**src/hdl/mc_bridge_pkg.sv**
```systemverilog
`default_nettype none

package mc_bridge_pkg;

  ////////////////////////////////////////////////////////////
  // widths
  ////////////////////////////////////////////////////////////
  localparam int PADDR_W     = 40;
  localparam int MC_DATA_W   = 32;
  localparam int MC_MASK_W   = MC_DATA_W / 8;
  localparam int MC_ADDR_W   = 28;
  localparam int X_W         = 6;
  localparam int Y_W         = 6;
  localparam int TILE_ADDR_W = 18;

  // outstanding transactions
  localparam int MAX_OUT   = 4;
  localparam int TID_W     = 2;
  localparam int OUT_CNT_W = TID_W + 1;
  // reg id is the store mask stacked on the transaction id
  localparam int REG_ID_W  = MC_MASK_W + TID_W;

  ////////////////////////////////////////////////////////////
  // address map
  ////////////////////////////////////////////////////////////
  localparam logic [PADDR_W-1:0] DRAM_BASE  = 40'h00_8000_0000;
  // dram sits on the last network row
  localparam logic [Y_W-1:0]     DRAM_ROW_Y = {Y_W{1'b1}};

  ////////////////////////////////////////////////////////////
  // types
  ////////////////////////////////////////////////////////////
  typedef enum logic
  {
    e_msg_rd = 1'b0,
    e_msg_wr = 1'b1
  } msg_type_e;

  typedef enum logic [1:0]
  {
    e_size_1 = 2'd0,
    e_size_2 = 2'd1,
    e_size_4 = 2'd2
  } msg_size_e;

  typedef enum logic [1:0]
  {
    e_remote_load  = 2'd0,
    e_remote_store = 2'd1,
    e_remote_sw    = 2'd2
  } mc_op_e;

  // kept per transaction until its response goes out
  typedef struct packed
  {
    msg_type_e           msg_type;
    msg_size_e           size;
    logic [PADDR_W-1:0]  addr;
  } mc_hdr_s;

  typedef struct packed
  {
    mc_hdr_s               hdr;
    logic [MC_DATA_W-1:0]  data;
  } mc_cmd_s;

  typedef struct packed
  {
    logic [X_W-1:0]        x_cord;
    logic [Y_W-1:0]        y_cord;
    logic [MC_ADDR_W-1:0]  addr;
  } mc_dest_s;

  typedef struct packed
  {
    mc_op_e                op;
    logic [MC_DATA_W-1:0]  payload;
    logic [MC_MASK_W-1:0]  mask;
  } mc_op_s;

  // load payload, the remote side uses it to extract a subword
  typedef struct packed
  {
    logic [MC_DATA_W-5:0]  reserved;
    logic                  is_byte_op;
    logic                  is_hex_op;
    logic [1:0]            part_sel;
  } mc_load_info_s;

  typedef struct packed
  {
    logic [MC_ADDR_W-1:0]  addr;
    mc_op_e                op;
    logic [REG_ID_W-1:0]   reg_id;
    logic [MC_DATA_W-1:0]  payload;
    logic [Y_W-1:0]        src_y_cord;
    logic [X_W-1:0]        src_x_cord;
    logic [Y_W-1:0]        y_cord;
    logic [X_W-1:0]        x_cord;
  } mc_packet_s;

  typedef struct packed
  {
    logic [REG_ID_W-1:0]   reg_id;
    logic [MC_DATA_W-1:0]  data;
  } mc_ret_s;

  typedef struct packed
  {
    mc_hdr_s               hdr;
    logic [MC_DATA_W-1:0]  data;
  } mc_resp_s;

endpackage

`default_nettype wire

```
**src/hdl/mc_bridge.sv**
```systemverilog
`timescale 1ns/1ns
`default_nettype none

module mc_bridge
  import mc_bridge_pkg::*;
  (input  logic             clk_i
   , input  logic           rst_n_i

   // processor command port
   , input  logic           cmd_v_i
   , input  mc_cmd_s        cmd_i
   , output logic           cmd_ready_o

   , input  logic [X_W-1:0] my_x_i
   , input  logic [Y_W-1:0] my_y_i

   // network request
   , output logic           pkt_v_o
   , output mc_packet_s     pkt_o

   // network return
   , input  logic           ret_v_i
   , input  mc_ret_s        ret_i

   // processor response
   , output logic           resp_v_o
   , output mc_resp_s       resp_o
   );

  mc_dest_s          dest;
  mc_op_s            op;
  logic              alloc_v;
  logic [TID_W-1:0]  alloc_id;
  mc_hdr_s           alloc_hdr;
  logic              rel_v;

  // routing and op encoding run side by side on the raw command
  mc_dest_map u_dest_map
    (.cmd_addr_i (cmd_i.hdr.addr)
     ,.my_x_i    (my_x_i)
     ,.my_y_i    (my_y_i)
     ,.dest_o    (dest)
     );

  mc_op_encode u_op_encode
    (.cmd_i (cmd_i)
     ,.op_o (op)
     );

  mc_req_issue u_req_issue
    (.clk_i        (clk_i)
     ,.rst_n_i     (rst_n_i)
     ,.cmd_v_i     (cmd_v_i)
     ,.cmd_i       (cmd_i)
     ,.dest_i      (dest)
     ,.op_i        (op)
     ,.my_x_i      (my_x_i)
     ,.my_y_i      (my_y_i)
     ,.rel_v_i     (rel_v)
     ,.cmd_ready_o (cmd_ready_o)
     ,.pkt_v_o     (pkt_v_o)
     ,.pkt_o       (pkt_o)
     ,.alloc_v_o   (alloc_v)
     ,.alloc_id_o  (alloc_id)
     ,.alloc_hdr_o (alloc_hdr)
     );

  mc_return_reorder u_return_reorder
    (.clk_i        (clk_i)
     ,.rst_n_i     (rst_n_i)
     ,.alloc_v_i   (alloc_v)
     ,.alloc_id_i  (alloc_id)
     ,.alloc_hdr_i (alloc_hdr)
     ,.ret_v_i     (ret_v_i)
     ,.ret_i       (ret_i)
     ,.resp_v_o    (resp_v_o)
     ,.resp_o      (resp_o)
     ,.rel_v_o     (rel_v)
     );

endmodule

`default_nettype wire

```
**src/hdl/mc_dest_map.sv**
```systemverilog
`timescale 1ns/1ns
`default_nettype none

module mc_dest_map
  import mc_bridge_pkg::*;
  (input  logic [PADDR_W-1:0] cmd_addr_i
   , input  logic [X_W-1:0]   my_x_i
   , input  logic [Y_W-1:0]   my_y_i
   , output mc_dest_s         dest_o
   );

  logic                 is_tile;
  logic                 is_dram;
  logic [PADDR_W-3:0]   word_idx;

  // byte address to 32-bit word index
  assign word_idx = cmd_addr_i[PADDR_W-1:2];

  ////////////////////////////////////////////////////////////
  // address class
  ////////////////////////////////////////////////////////////
  assign is_tile = (cmd_addr_i[PADDR_W-1 -: 2] == 2'b11);
  assign is_dram = ~cmd_addr_i[PADDR_W-1] & (cmd_addr_i >= DRAM_BASE);

  ////////////////////////////////////////////////////////////
  // coordinates and network word address
  ////////////////////////////////////////////////////////////
  always_comb
  begin
    if (is_tile)
    begin
      // tile local word address, then x, then y above it
      dest_o.addr   = MC_ADDR_W'(cmd_addr_i[2 +: TILE_ADDR_W]);
      dest_o.x_cord = cmd_addr_i[2+TILE_ADDR_W +: X_W];
      dest_o.y_cord = cmd_addr_i[2+TILE_ADDR_W+X_W +: Y_W];
    end
    else if (is_dram)
    begin
      // stripe consecutive words across the dram columns
      dest_o.addr   = word_idx[X_W +: MC_ADDR_W];
      dest_o.x_cord = word_idx[X_W-1:0];
      dest_o.y_cord = DRAM_ROW_Y;
    end
    else
    begin
      // host hangs off the row just above this link
      dest_o.addr   = word_idx[MC_ADDR_W-1:0];
      dest_o.x_cord = '0;
      dest_o.y_cord = my_y_i - Y_W'(1);
    end
  end

endmodule

`default_nettype wire

```
**src/hdl/mc_op_encode.sv**
```systemverilog
`timescale 1ns/1ns
`default_nettype none

module mc_op_encode
  import mc_bridge_pkg::*;
  (input  mc_cmd_s  cmd_i
   , output mc_op_s op_o
   );

  logic [1:0]            low_bits;
  logic [MC_MASK_W-1:0]  size_mask;
  logic [MC_MASK_W-1:0]  store_mask;
  mc_load_info_s         load_info;

  assign low_bits = cmd_i.hdr.addr[1:0];

  ////////////////////////////////////////////////////////////
  // store byte mask
  ////////////////////////////////////////////////////////////
  always_comb
  begin
    case (cmd_i.hdr.size)
      e_size_1:
        size_mask = 4'h1;
      e_size_2:
        size_mask = 4'h3;
      default:
        size_mask = 4'hf;
    endcase
  end

  // aligned accesses only, so the shift never spills
  assign store_mask = size_mask << low_bits;

  ////////////////////////////////////////////////////////////
  // load info
  ////////////////////////////////////////////////////////////
  always_comb
  begin
    load_info            = '0;
    load_info.is_byte_op = (cmd_i.hdr.size == e_size_1);
    load_info.is_hex_op  = (cmd_i.hdr.size == e_size_2);
    load_info.part_sel   = low_bits;
  end

  ////////////////////////////////////////////////////////////
  // op select
  ////////////////////////////////////////////////////////////
  always_comb
  begin
    if (cmd_i.hdr.msg_type == e_msg_rd)
    begin
      op_o.op      = e_remote_load;
      op_o.payload = load_info;
      op_o.mask    = '0;
    end
    else
    begin
      op_o.payload = cmd_i.data;
      op_o.mask    = store_mask;
      // full word stores skip the mask on the remote side
      if (store_mask == {MC_MASK_W{1'b1}})
        op_o.op = e_remote_sw;
      else
        op_o.op = e_remote_store;
    end
  end

endmodule

`default_nettype wire

```
**src/hdl/mc_req_issue.sv**
```systemverilog
`timescale 1ns/1ns
`default_nettype none

module mc_req_issue
  import mc_bridge_pkg::*;
  (input  logic               clk_i
   , input  logic             rst_n_i

   , input  logic             cmd_v_i
   , input  mc_cmd_s          cmd_i
   , input  mc_dest_s         dest_i
   , input  mc_op_s           op_i
   , input  logic [X_W-1:0]   my_x_i
   , input  logic [Y_W-1:0]   my_y_i
   , input  logic             rel_v_i

   , output logic             cmd_ready_o
   , output logic             pkt_v_o
   , output mc_packet_s       pkt_o

   , output logic             alloc_v_o
   , output logic [TID_W-1:0] alloc_id_o
   , output mc_hdr_s          alloc_hdr_o
   );

  logic [TID_W-1:0]      tid_r;
  logic [OUT_CNT_W-1:0]  out_cnt_r;
  logic                  accept;
  logic                  pkt_v_r;
  mc_packet_s            pkt_r;

  // room for another transaction
  assign cmd_ready_o = (out_cnt_r < OUT_CNT_W'(MAX_OUT));
  assign accept      = cmd_v_i & cmd_ready_o;

  ////////////////////////////////////////////////////////////
  // id rotation and outstanding count
  ////////////////////////////////////////////////////////////
  always_ff @(posedge clk_i)
  begin
    if (!rst_n_i)
    begin
      tid_r     <= '0;
      out_cnt_r <= '0;
    end
    else
    begin
      if (accept)
        tid_r <= tid_r + 1'b1;

      // accept and release in one cycle cancel out
      if (accept & ~rel_v_i)
        out_cnt_r <= out_cnt_r + 1'b1;
      else if (~accept & rel_v_i)
        out_cnt_r <= out_cnt_r - 1'b1;
    end
  end

  // header and id go to the reorder buffer in the accept cycle
  assign alloc_v_o   = accept;
  assign alloc_id_o  = tid_r;
  assign alloc_hdr_o = cmd_i.hdr;

  ////////////////////////////////////////////////////////////
  // packet register
  ////////////////////////////////////////////////////////////
  always_ff @(posedge clk_i)
  begin
    if (!rst_n_i)
      pkt_v_r <= 1'b0;
    else
      pkt_v_r <= accept;
  end

  always_ff @(posedge clk_i)
  begin
    if (accept)
    begin
      pkt_r.addr       <= dest_i.addr;
      pkt_r.op         <= op_i.op;
      pkt_r.reg_id     <= {op_i.mask, tid_r};
      pkt_r.payload    <= op_i.payload;
      pkt_r.src_y_cord <= my_y_i;
      pkt_r.src_x_cord <= my_x_i;
      pkt_r.y_cord     <= dest_i.y_cord;
      pkt_r.x_cord     <= dest_i.x_cord;
    end
  end

  assign pkt_v_o = pkt_v_r;
  assign pkt_o   = pkt_r;

endmodule

`default_nettype wire

```
**src/hdl/mc_return_reorder.sv**
```systemverilog
`timescale 1ns/1ns
`default_nettype none

module mc_return_reorder
  import mc_bridge_pkg::*;
  (input  logic               clk_i
   , input  logic             rst_n_i

   // slot allocation from the issue stage
   , input  logic             alloc_v_i
   , input  logic [TID_W-1:0] alloc_id_i
   , input  mc_hdr_s          alloc_hdr_i

   // returns from the network, any order
   , input  logic             ret_v_i
   , input  mc_ret_s          ret_i

   , output logic             resp_v_o
   , output mc_resp_s         resp_o
   , output logic             rel_v_o
   );

  mc_hdr_s               hdr_mem  [MAX_OUT];
  logic [MC_DATA_W-1:0]  data_mem [MAX_OUT];
  logic [MAX_OUT-1:0]    done_r;
  logic [TID_W-1:0]      head_r;

  logic [TID_W-1:0]      ret_id;
  logic                  ret_hits_head;
  logic                  head_ready;
  logic [MC_DATA_W-1:0]  head_data;

  logic                  resp_v_r;
  mc_resp_s              resp_r;

  // low bits of the reg id carry the transaction id
  assign ret_id = ret_i.reg_id[TID_W-1:0];

  ////////////////////////////////////////////////////////////
  // slot storage
  ////////////////////////////////////////////////////////////
  always_ff @(posedge clk_i)
  begin
    if (alloc_v_i)
      hdr_mem[alloc_id_i] <= alloc_hdr_i;
    if (ret_v_i)
      data_mem[ret_id] <= ret_i.data;
  end

  ////////////////////////////////////////////////////////////
  // head release
  ////////////////////////////////////////////////////////////
  // a return to the head slot is forwarded straight into the response
  assign ret_hits_head = ret_v_i & (ret_id == head_r);
  assign head_ready    = done_r[head_r] | ret_hits_head;
  assign head_data     = done_r[head_r] ? data_mem[head_r] : ret_i.data;

  always_ff @(posedge clk_i)
  begin
    if (!rst_n_i)
    begin
      done_r   <= '0;
      head_r   <= '0;
      resp_v_r <= 1'b0;
    end
    else
    begin
      resp_v_r <= head_ready;

      if (ret_v_i)
        done_r[ret_id] <= 1'b1;

      // release wins over a same-cycle fill of the head slot
      if (head_ready)
      begin
        done_r[head_r] <= 1'b0;
        head_r         <= head_r + 1'b1;
      end
    end
  end

  // response payload
  always_ff @(posedge clk_i)
  begin
    if (head_ready)
    begin
      resp_r.hdr  <= hdr_mem[head_r];
      resp_r.data <= head_data;
    end
  end

  assign resp_v_o = resp_v_r;
  assign resp_o   = resp_r;
  // slot count drops in the same cycle the response goes out
  assign rel_v_o  = resp_v_r;

endmodule

`default_nettype wire

```
**config.mk**
```make
export PLATFORM = sky130hd
export DESIGN_NAME = mc_bridge
export DESIGN_NICKNAME = d
export VERILOG_FILES = /design/src/hdl/mc_bridge_pkg.sv /design/src/hdl/mc_bridge.sv /design/src/hdl/mc_dest_map.sv /design/src/hdl/mc_op_encode.sv /design/src/hdl/mc_req_issue.sv /design/src/hdl/mc_return_reorder.sv
export SDC_FILE = /design/constraint.sdc
export NUM_CORES = 1
export LEC_CHECK = 0
export BUFFER_PORTS_ARGS = -buffer_cell sky130_fd_sc_hd__buf_2
export CAP_MARGIN = 20
export CORE_MARGIN = 2
export CORE_UTILIZATION = 60
export DETAILED_ROUTE_END_ITERATION = 16
export PLACE_DENSITY = 0.81
export SETUP_SLACK_MARGIN = 0.3
export SYNTH_ARGS = -nofsm -noshare
export SYNTH_HDL_FRONTEND = slang
export SYNTH_HIERARCHICAL = 1
export SYNTH_SLANG_ARGS = --single-unit
export TNS_END_PERCENT = 5
```
**constraint.sdc**
```tcl
create_clock -name clk_i -period 13.85 [get_ports clk_i]
set_clock_uncertainty 0.1 [all_clocks]
set_input_delay 1.385 -clock clk_i [delete_from_list [all_inputs] [get_ports clk_i]]
set_output_delay 1.385 -clock clk_i [all_outputs]
set_load 0.02 [all_outputs]
```
Word level (Yosys, flattened, before mapping). Memory sizes are Yosys's and may differ from the RTL's. A register that Yosys moved wholly into a read port is not among the register bits. Cells that the tools add are included.

Output and inout bits: 170. Word-level logic and storage cells: 75. Bits in writable memories: 300. Input bits: 129. Register bits: 137. Memories: 2.

Memory list: u_return_reorder.hdr_mem (depth 4, width 43, read ports 1, clocked after memory_dff 1, write ports 1, RTL line mc_return_reorder.sv:23) `mc_hdr_s hdr_mem [MAX_OUT];`; u_return_reorder.data_mem (depth 4, width 32, read ports 1, clocked after memory_dff 1, write ports 1, RTL line mc_return_reorder.sv:24) `logic [MC_DATA_W-1:0] data_mem [MAX_OUT];`.

Reduce and logical (&&, ||, !) cells: 4. Multiplexer cells: 23. Equal/unequal tests: 4. Add/sub/neg operators: 5. Magnitude comparators: 6. Shift operators: 1. Bitwise gates (word level): 12.

Operators with widths (number): 40-bit two-way mux (2); 40-bit by 32-bit >= comparator with 1-bit output (second input constant) (1); 32-bit two-way mux (1); 4-bit two-way mux (3); 8-bit two-way mux (1); 4-bit case mux with 2 select lines (1); 1-bit two-way mux (7); 2-bit by 3-bit < comparator with 1-bit output (second input constant) (2); 2-bit two-way mux (3); 3-bit two-way mux (2); 6-bit by 1-bit subtractor with 6-bit output (second input constant) (1); 1-bit bitwise AND (5); 2-bit by 1-bit adder with 2-bit output (second input constant) (2); 4-bit bitwise AND (1); 1-bit demux with 2-bit select (2); 4-bit == test (second input constant) (1); 2-bit by 1-bit >= comparator with 1-bit output (second input constant) (2); 4-bit inverter (1); 4-bit OR (1); 4-bit by 2-bit << shifter with 4-bit output (1); 3-bit by 1-bit adder with 3-bit output (second input constant) (1); 3-bit < comparator (second input constant) (1); 1-bit inverter (3); 3-bit by 1-bit subtractor with 3-bit output (second input constant) (1); 8 further kinds (9).

Depth between registers and ports, before layout. Gate-level depths: netlist of the first run.

Depth after elaboration: 9. Mapped depth: 7.

Modules after synthesis. The synthesis of the first run kept the hierarchy.

By module, submodules not included: mc_return_reorder (instances 1, cells an instance 550, area an instance 13867.0 um^2); mc_req_issue (instances 1, cells an instance 161, area an instance 3358.2 um^2); mc_dest_map (instances 1, cells an instance 77, area an instance 683.2 um^2); mc_op_encode (instances 1, cells an instance 50, area an instance 316.6 um^2).

Worst setup path before layout of the first run. No wires, ideal clock.

Kind: in2reg. From: input cmd_v_i. To: memory u_return_reorder/hdr_mem[0][0] in the netlist's numbering (enable). Slack: 4.469 ns. Data required time: 13.245 ns. Arrival time: 8.775 ns. Path buffers: 0. Setup time: 0.505 ns. Cell stages on the path: 2. Cell sequence: nor2b_1 > nor3b_1.

Cells in the longest elaborated chain, start to end: 3.

RTL lines: start, declared (RTL line mc_bridge.sv:10) `, input logic cmd_v_i`; 1-bit bitwise AND (RTL line mc_req_issue.sv:34) `assign accept = cmd_v_i & cmd_ready_o;`; 1-bit two-way mux (RTL line mc_return_reorder.sv:44) `if (alloc_v_i)`; 1-bit two-way mux (not written as such) (RTL line mc_return_reorder.sv:45) `hdr_mem[alloc_id_i] <= alloc_hdr_i;`; end, declared (RTL line mc_return_reorder.sv:23).

Every way passes these cells.

Final worst setup path of the first run.
From: register u_return_reorder.head_r[1]. To: register u_return_reorder.resp_r, in the netlist u_return_reorder/resp_o[3] (enable).

Cells in the longest elaborated chain, start to end: 3.

RTL lines: start, declared (RTL line mc_return_reorder.sv:26) `logic [TID_W-1:0] head_r;`; start signal, assigned (RTL line mc_return_reorder.sv:77) `head_r <= head_r + 1'b1;`; 1-bit binary-select mux with 2-bit select / 2-bit == test (equally long branches) (RTL line mc_return_reorder.sv:55, mc_return_reorder.sv:54); 1-bit two-way mux (not written as such) / 1-bit bitwise AND (equally long branches) (RTL line mc_return_reorder.sv:55, mc_return_reorder.sv:54); 1-bit OR * (RTL line mc_return_reorder.sv:55) `assign head_ready = done_r[head_r] | ret_hits_head;`; end, declared (RTL line mc_return_reorder.sv:34) `mc_resp_s resp_r;`.

Mark *: on every way between the ends. The rest lies on a longest branch, timed or not. The select of a mux whose other input is x is not followed. A chain may end at the register's enable or synchronous reset.

==> results.py, run 1 <==
metrics = {
    "run_status": {
        "status": "complete, no violations",
    },
    "yosys": {
        "synth_edf_count": 467,
        "avgSynthCellArea_um2": 21.7,
        "synth_top_cell_by_area": "edfxtp_1",
        "netlist_area_um2": 18200,
        "syn_inst": 838,
        "yosysSeqAreaShare_pct": 78.6,
        "synthTopCellsByArea": "edfxtp_1, mux4_2, mux2_2",
        "yosysMostFrequentCell": "edfxtp_1",
        "async_reset_ff_share_pct": 0,
        "synth_nets": 974,
        "synth_commonest_cells": "edfxtp_1, mux4_2, buf_4, mux2_2, and2_1",
        "synthFlopType": "edfxtp_1",
        "yosys_warnings": 6,
        "synth_seq_cells": 482,
        "synth_cell_types": 44,
        "synth_top_area_share_pct": 76.9,
    },
    "setup_path": {
        "r2r_cells": 4,
        "worstPathRequired_ps": 13910,
        "critical_path.max_fanout": 49,
        "regToRegSetupSlack_ps": 10050,
        "timing.rr.end": "u_return_reorder/resp_o[3]",
        "cp-end-kind": "flip-flop",
        "crit_arrival_ps": 3860,
        "cp-start-kind": "flip-flop",
        "r2r_start": "u_return_reorder/head_r[1]",
        "path_class": "reg2reg",
    },
    "timing": {
        "slew_violations": 0,
        "period_share_pct": 27.4,
        "hold_viol_final": 0,
        "fmax_mhz": 263,
        "rsz0062_at_grt": "false",
        "setup_violations": 0,
        "fin_crit_ps": 3800,
        "slew-limit-headroom_pct": 36.6,
        "worst_pin_slew_ps": 950,
        "tns_ps": 0,
    },
    "route": {
        "wl_um": 35700,
        "vias": 8905,
        "post_drt_wl_per_cell_um": 23.0,
        "remaining_drc_errors": 0,
        "drtIter0Drc": 731,
        "vias_per_cell": 5.75,
        "first_pass_iters": 5,
        "ant_nets": 0,
    },
    "layout": {
        "final_layout_size_suffix_gt1_share_pct": 44.3,
        "fin_nets": 1259,
        "multiInputGateArea_um2": 3410,
        "diodes": 0,
        "fill_cells": 1796,
        "area_growth_pct": 16.8,
        "seq_area_um2": 14300,
    },
    "power_and_ir_drop": {
        "irDropWorstVdd_mv": 0.130,
        "p_leak_nw": 7.53,
        "power.total_w": 0.00361,
        "pwr_density_cell_nw_per_um2": 170,
    },
    "floorplan": {
        "die_area_um2": 31800,
        "start_util_pct": 61.2,
        "ios": 299,
        "core_um2": 29800,
        "dieWidth_um": 178,
        "num_rows": 63,
        "die_h_um": 178,
    },
    "clock_network": {
        "cts_tree": "done",
        "cts-hold-fix-buffers": 0,
        "cts_setup_buffers": 0,
        "path_clk_slew_ps": 60,
        "cts_resized": 0,
        "cts-root-buf": "clkbuf_16",
        "htree_levels": 2,
        "numCtsBuffers": 48,
        "clock-sinks": 482,
        "clock_latency_ps": 550,
        "cts.path.max_buffers": 3,
    },
    "global_routing": {
        "grt_max_degree": 69,
        "gr-total-overflow": 0,
        "grt_pass1_wl_um": 53500,
        "antenna_found_initial": 0,
        "grt_pass1_vias": 9225,
        "gr-usage-all-layers_pct": 22.7,
    },
    "placed_design": {
        "io_buffers": 294,
        "place.gp.congestion": 0.754,
        "hpwl_um": 21500,
    },
    "min_path": {
        "hp-class": "reg2reg",
        "holdPathEnd": "u_return_reorder/done_r[2]",
        "min-delay-start": "u_return_reorder/done_r[2]",
        "hold_depth": 2,
    },
    "run": {
        "drv_cap": 0,
    },
}
-- where the power goes --
group	internal (W)	total [W]	switching [W]
Clock	0.000668	0.00117	0.000504
Combinational	0.000206	0.000554	0.000348
Sequential	0.00183	0.00188	0.0000561
-- layer usage --
layer  up-vias  wire [um]  GRT usage, %
li1       3922          -             -
met1      4596      13900          30.1
met2       335      18200          38.4
met3        52       2860          5.52
met4         0        663          5.66
met5         -          0             0
-- registers in the layout (all words and copies together), names as in the netlist, named ones only --
signal and flops:
u_return_reorder/done_r 4, u_return_reorder/data_mem 128, u_return_reorder/rel_v_o 1, u_req_issue/pkt_v_o 1
u_return_reorder/resp_o 75, u_req_issue/out_cnt_r 3, u_return_reorder/head_r 2, u_req_issue/pkt_o 92
u_req_issue/alloc_id_o 2, u_return_reorder/hdr_mem 172
-- cell type report --
class	count	share of cell area, %
Multi-Input combinational cell	271	16.0
Tap cell	390	2.29
Timing Repair Buffer	311	7.51
Inverter	9	0.159
Clock inverter	24	0.688
Sequential cell	482	67.3
Clock buffer	63	6.01
-- stage by stage --
| stage | utilization (%) | hold WS (ps) | cell area (um^2) | setup slack, ps | cells |
|---|---|---|---|---|---|
| after floorplan | - | 378 | 18200 | 4470 | 838 |
| after global placement | 66.7 | 421 | 19900 | 10010 | 1463 |
| after detailed placement | 66.7 | 419 | 19900 | 10020 | 1463 |
| after CTS | 71.4 | 440 | 21300 | 10010 | 1550 |
| after global routing | 71.4 | 467 | 21300 | 9860 | 1550 |
| final | 71.4 | 444 | 21300 | 10050 | 1550 |
-- layout by cell type, fill, tap and decap left out, types with 7 or more instances in the layout --
master       n
buf_4       17
clkbuf_16   49
edfxtp_1   467
clkbuf_1    14
a22o_1      17
nor2_1      10
dfxtp_1     12
inv_1        9
and2_1      34
o21ai_0      7
mux2_4      16
nand2_1      9
mux2_2      36
mux4_2      76
clkinv_1    14
buf_2      294
a21oi_1      9
-- critical path, stage by stage, from the launching register on --
cell	delay [ps]
dfxtp_2	310
buf_4	610
mux4_2	1000
a31o_4	630
buf_4	680
-- kinds of logic (layout without fill, tap and decap cells) --
kind of cell | after synthesis | after routing | share of synthesized area, %
mux | 134 | 134 | 13.3
flops | 482 | 482 | 78.6
compound gates | 42 | 42 | 1.65
simple gates | 79 | 79 | 2.60
fa+ha+maj | 7 | 7 | 0.522
xor+xnor | 9 | 9 | 0.432
buf+inv | 85 | 407 | 2.94
-- how the worst max path moves through the flow --
stage	start	endpoint	slack [ps]	cells past startpoint
after floorplan	cmd_v_i	u_return_reorder/hdr_mem[0][0]	4470	2
after global placement	u_return_reorder/head_r[1]	u_return_reorder/resp_o[4]	10010	4
after detailed placement	u_return_reorder/head_r[1]	u_return_reorder/resp_o[3]	10020	4
after CTS	u_return_reorder/head_r[1]	u_return_reorder/resp_o[3]	10010	4
after global routing	u_return_reorder/head_r[1]	u_return_reorder/resp_o[3]	9860	4
final	u_return_reorder/head_r[1]	u_return_reorder/resp_o[3]	10050	4
Power figures use the tool's default switching activity.
==> run 2: changes to the inputs <==
--- a/config.mk
+++ b/config.mk
@@ -8,9 +8,9 @@
 export BUFFER_PORTS_ARGS = -buffer_cell sky130_fd_sc_hd__buf_2
 export CAP_MARGIN = 20
 export CORE_MARGIN = 2
-export CORE_UTILIZATION = 60
+export CORE_UTILIZATION = 56
 export DETAILED_ROUTE_END_ITERATION = 16
-export PLACE_DENSITY = 0.81
+export PLACE_DENSITY = 0.76
 export SETUP_SLACK_MARGIN = 0.3
 export SYNTH_ARGS = -nofsm -noshare
 export SYNTH_HDL_FRONTEND = slang
==> constraint.sdc (replaced) <==
create_clock -name clk_i -period 3.7 [get_ports clk_i]
set_clock_uncertainty 0.1 [all_clocks]
set_input_delay 0.37 -clock clk_i [delete_from_list [all_inputs] [get_ports clk_i]]
set_output_delay 0.37 -clock clk_i [all_outputs]
set_load 0.02 [all_outputs]
==> run 2 against run 1 <==
  * Critical path depth decreased by 1
  * Combinational power increased to 3.9 times the previous value
  * Sequential cell count unchanged
  * Core utilization decreased by 3.0 points
==> results.py, run 2 (synthesis gave the netlist of run 1 again) <==
metrics = {
    "placed_design": {
        "hpwl_um": 21200,
        "dpl.cell_count": 1519,
        "io_buffers": 294,
        "place_ws_ps": 1140,
        "place.gp.congestion": 0.766,
    },
    "layout": {
        "multiInputGateArea_um2": 3420,
        "regMostFlops": "u_return_reorder/hdr_mem",
        "fin_nets": 1331,
        "largest_register_ffs": 172,
        "final_layout_size_suffix_gt1_share_pct": 42.3,
        "final_common_cell": "edfxtp_1",
        "fin_cells": 1673,
        "seq_area_um2": 14300,
        "area_growth_pct": 21.3,
        "most-common-layout-cells": "edfxtp_1, buf_2, mux4_2",
        "fill_cells": 2054,
    },
    "route": {
        "first_pass_iters": 5,
        "wl_met3_um": 2930,
        "drtIter0Drc": 644,
        "wl_um": 35900,
        "remaining_drc_errors": 0,
        "vias": 9140,
        "route.met2.wl_um": 17900,
        "ant_nets": 0,
        "m1WireLength_um": 14100,
        "top_layer_used": "met5",
        "post_drt_wl_per_cell_um": 21.5,
        "vias_per_cell": 5.46,
    },
    "clock_network": {
        "cts_tree": "done",
        "cts-hold-fix-buffers": 69,
        "clock-sinks": 482,
        "numCtsBuffers": 47,
        "path_clk_slew_ps": 60,
        "clock_latency_ps": 550,
        "cts.path.max_buffers": 3,
        "cts_setup_buffers": 0,
        "cts-root-buf": "clkbuf_16",
        "cts_resized": 0,
        "htree_levels": 2,
    },
    "timing": {
        "rsz0062_at_grt": "false",
        "fmax_mhz": 400,
        "setup_ws_ps": 1200,
        "fin_crit_ps": 2500,
        "period_share_pct": 67.6,
        "hold_viol_final": 0,
        "setup_violations": 0,
        "slew-limit-headroom_pct": 33.9,
        "worst_pin_slew_ps": 987,
        "slew_violations": 0,
    },
    "global_routing": {
        "gr-total-overflow": 0,
        "antenna_found_initial": 1,
        "grt_pass1_wl_um": 54400,
        "grt_pass1_vias": 9720,
        "grt_max_degree": 57,
        "gr-usage-all-layers_pct": 21.4,
    },
    "setup_path": {
        "path_class": "reg2reg",
        "crit_chain": "mux4_2 > a31o_4 > buf_4",
        "critical_path.max_fanout": 56,
        "cp-end-kind": "flip-flop",
        "cp_num_buf_inv": 1,
        "path_delay_family": "compound AO/OA/AOI/OAI gates",
        "worstPathRequired_ps": 3790,
        "critPathMaxStageDelay_ps": 700,
        "crit_arrival_ps": 2590,
        "cp-start-kind": "flip-flop",
        "cp_slowest_cell": "a31o_4",
    },
    "run": {
        "drv_cap": 0,
    },
    "floorplan": {
        "dieWidth_um": 184,
        "die_area_um2": 34000,
        "ios": 299,
        "num_rows": 66,
        "die_h_um": 184,
        "core_um2": 32300,
        "start_util_pct": 56.4,
    },
    "power_and_ir_drop": {
        "pwr_density_cell_nw_per_um2": 618,
        "irDropWorstVdd_mv": 0.489,
        "p_leak_nw": 7.86,
    },
    "run_status": {
        "status": "complete, no violations",
    },
    "min_path": {
        "hp-class": "in2reg",
    },
}
run 2: cell type report:
cell class,instances,area share [%]
multi-input combinational,271,15.5
sequential,482,64.8
inverter,9,0.153
antenna,1,0.0113
timing repair buffer,384,10.5
clock inverter,22,0.764
tap,442,2.50
clock buffer,62,5.77
run 2: power by group:
part / internal, W / leakage, nW / switching (W)
Clock: 0.00256 / 0.705 / 0.00190
Combinational: 0.000831 / 2.68 / 0.00132
Sequential: 0.00684 / 4.47 / 0.000197
Total: 0.0102 / 7.86 / 0.00342
run 2: path summary, 6_finish.rpt:
| check | from | end | slack (ps) | cells after the start |
|---|---|---|---|---|
| setup / recovery | u_return_reorder/head_r[0] | u_return_reorder/resp_o[65] | 1200 | 3 |
| hold / removal | cmd_i[14] | u_req_issue/pkt_o[38] | 20 | 2 |
| setup reg to reg | u_return_reorder/head_r[0] | u_return_reorder/resp_o[65] | 1200 | 3 |
| hold reg to reg | u_return_reorder/done_r[2] | u_return_reorder/done_r[2] | 460 | 2 |
run 2: layer usage:
layer,vias up,GRT usage (%)
met5,-,0
met4,2,6.85
met3,72,5.57
met1,4640,27.9
met2,365,35.5
li1,4061,-
run 2: per-stage QoR:
step	cell area (um^2)	TNS [ps]	power [W]	hold slack (ps)	utilization, %
5_1_grt	22100	0	0.0142	2.68	68.4
4_1_cts	22100	0	0.0138	0.00983	68.4
2_1_floorplan	18200	-27210	0.00853	369	-
6_report	22100	0	0.0137	16.0	68.4
3_5_place_dp	20000	0	0.00927	433	61.8
3_3_place_gp	20000	0	0.00920	421	61.8
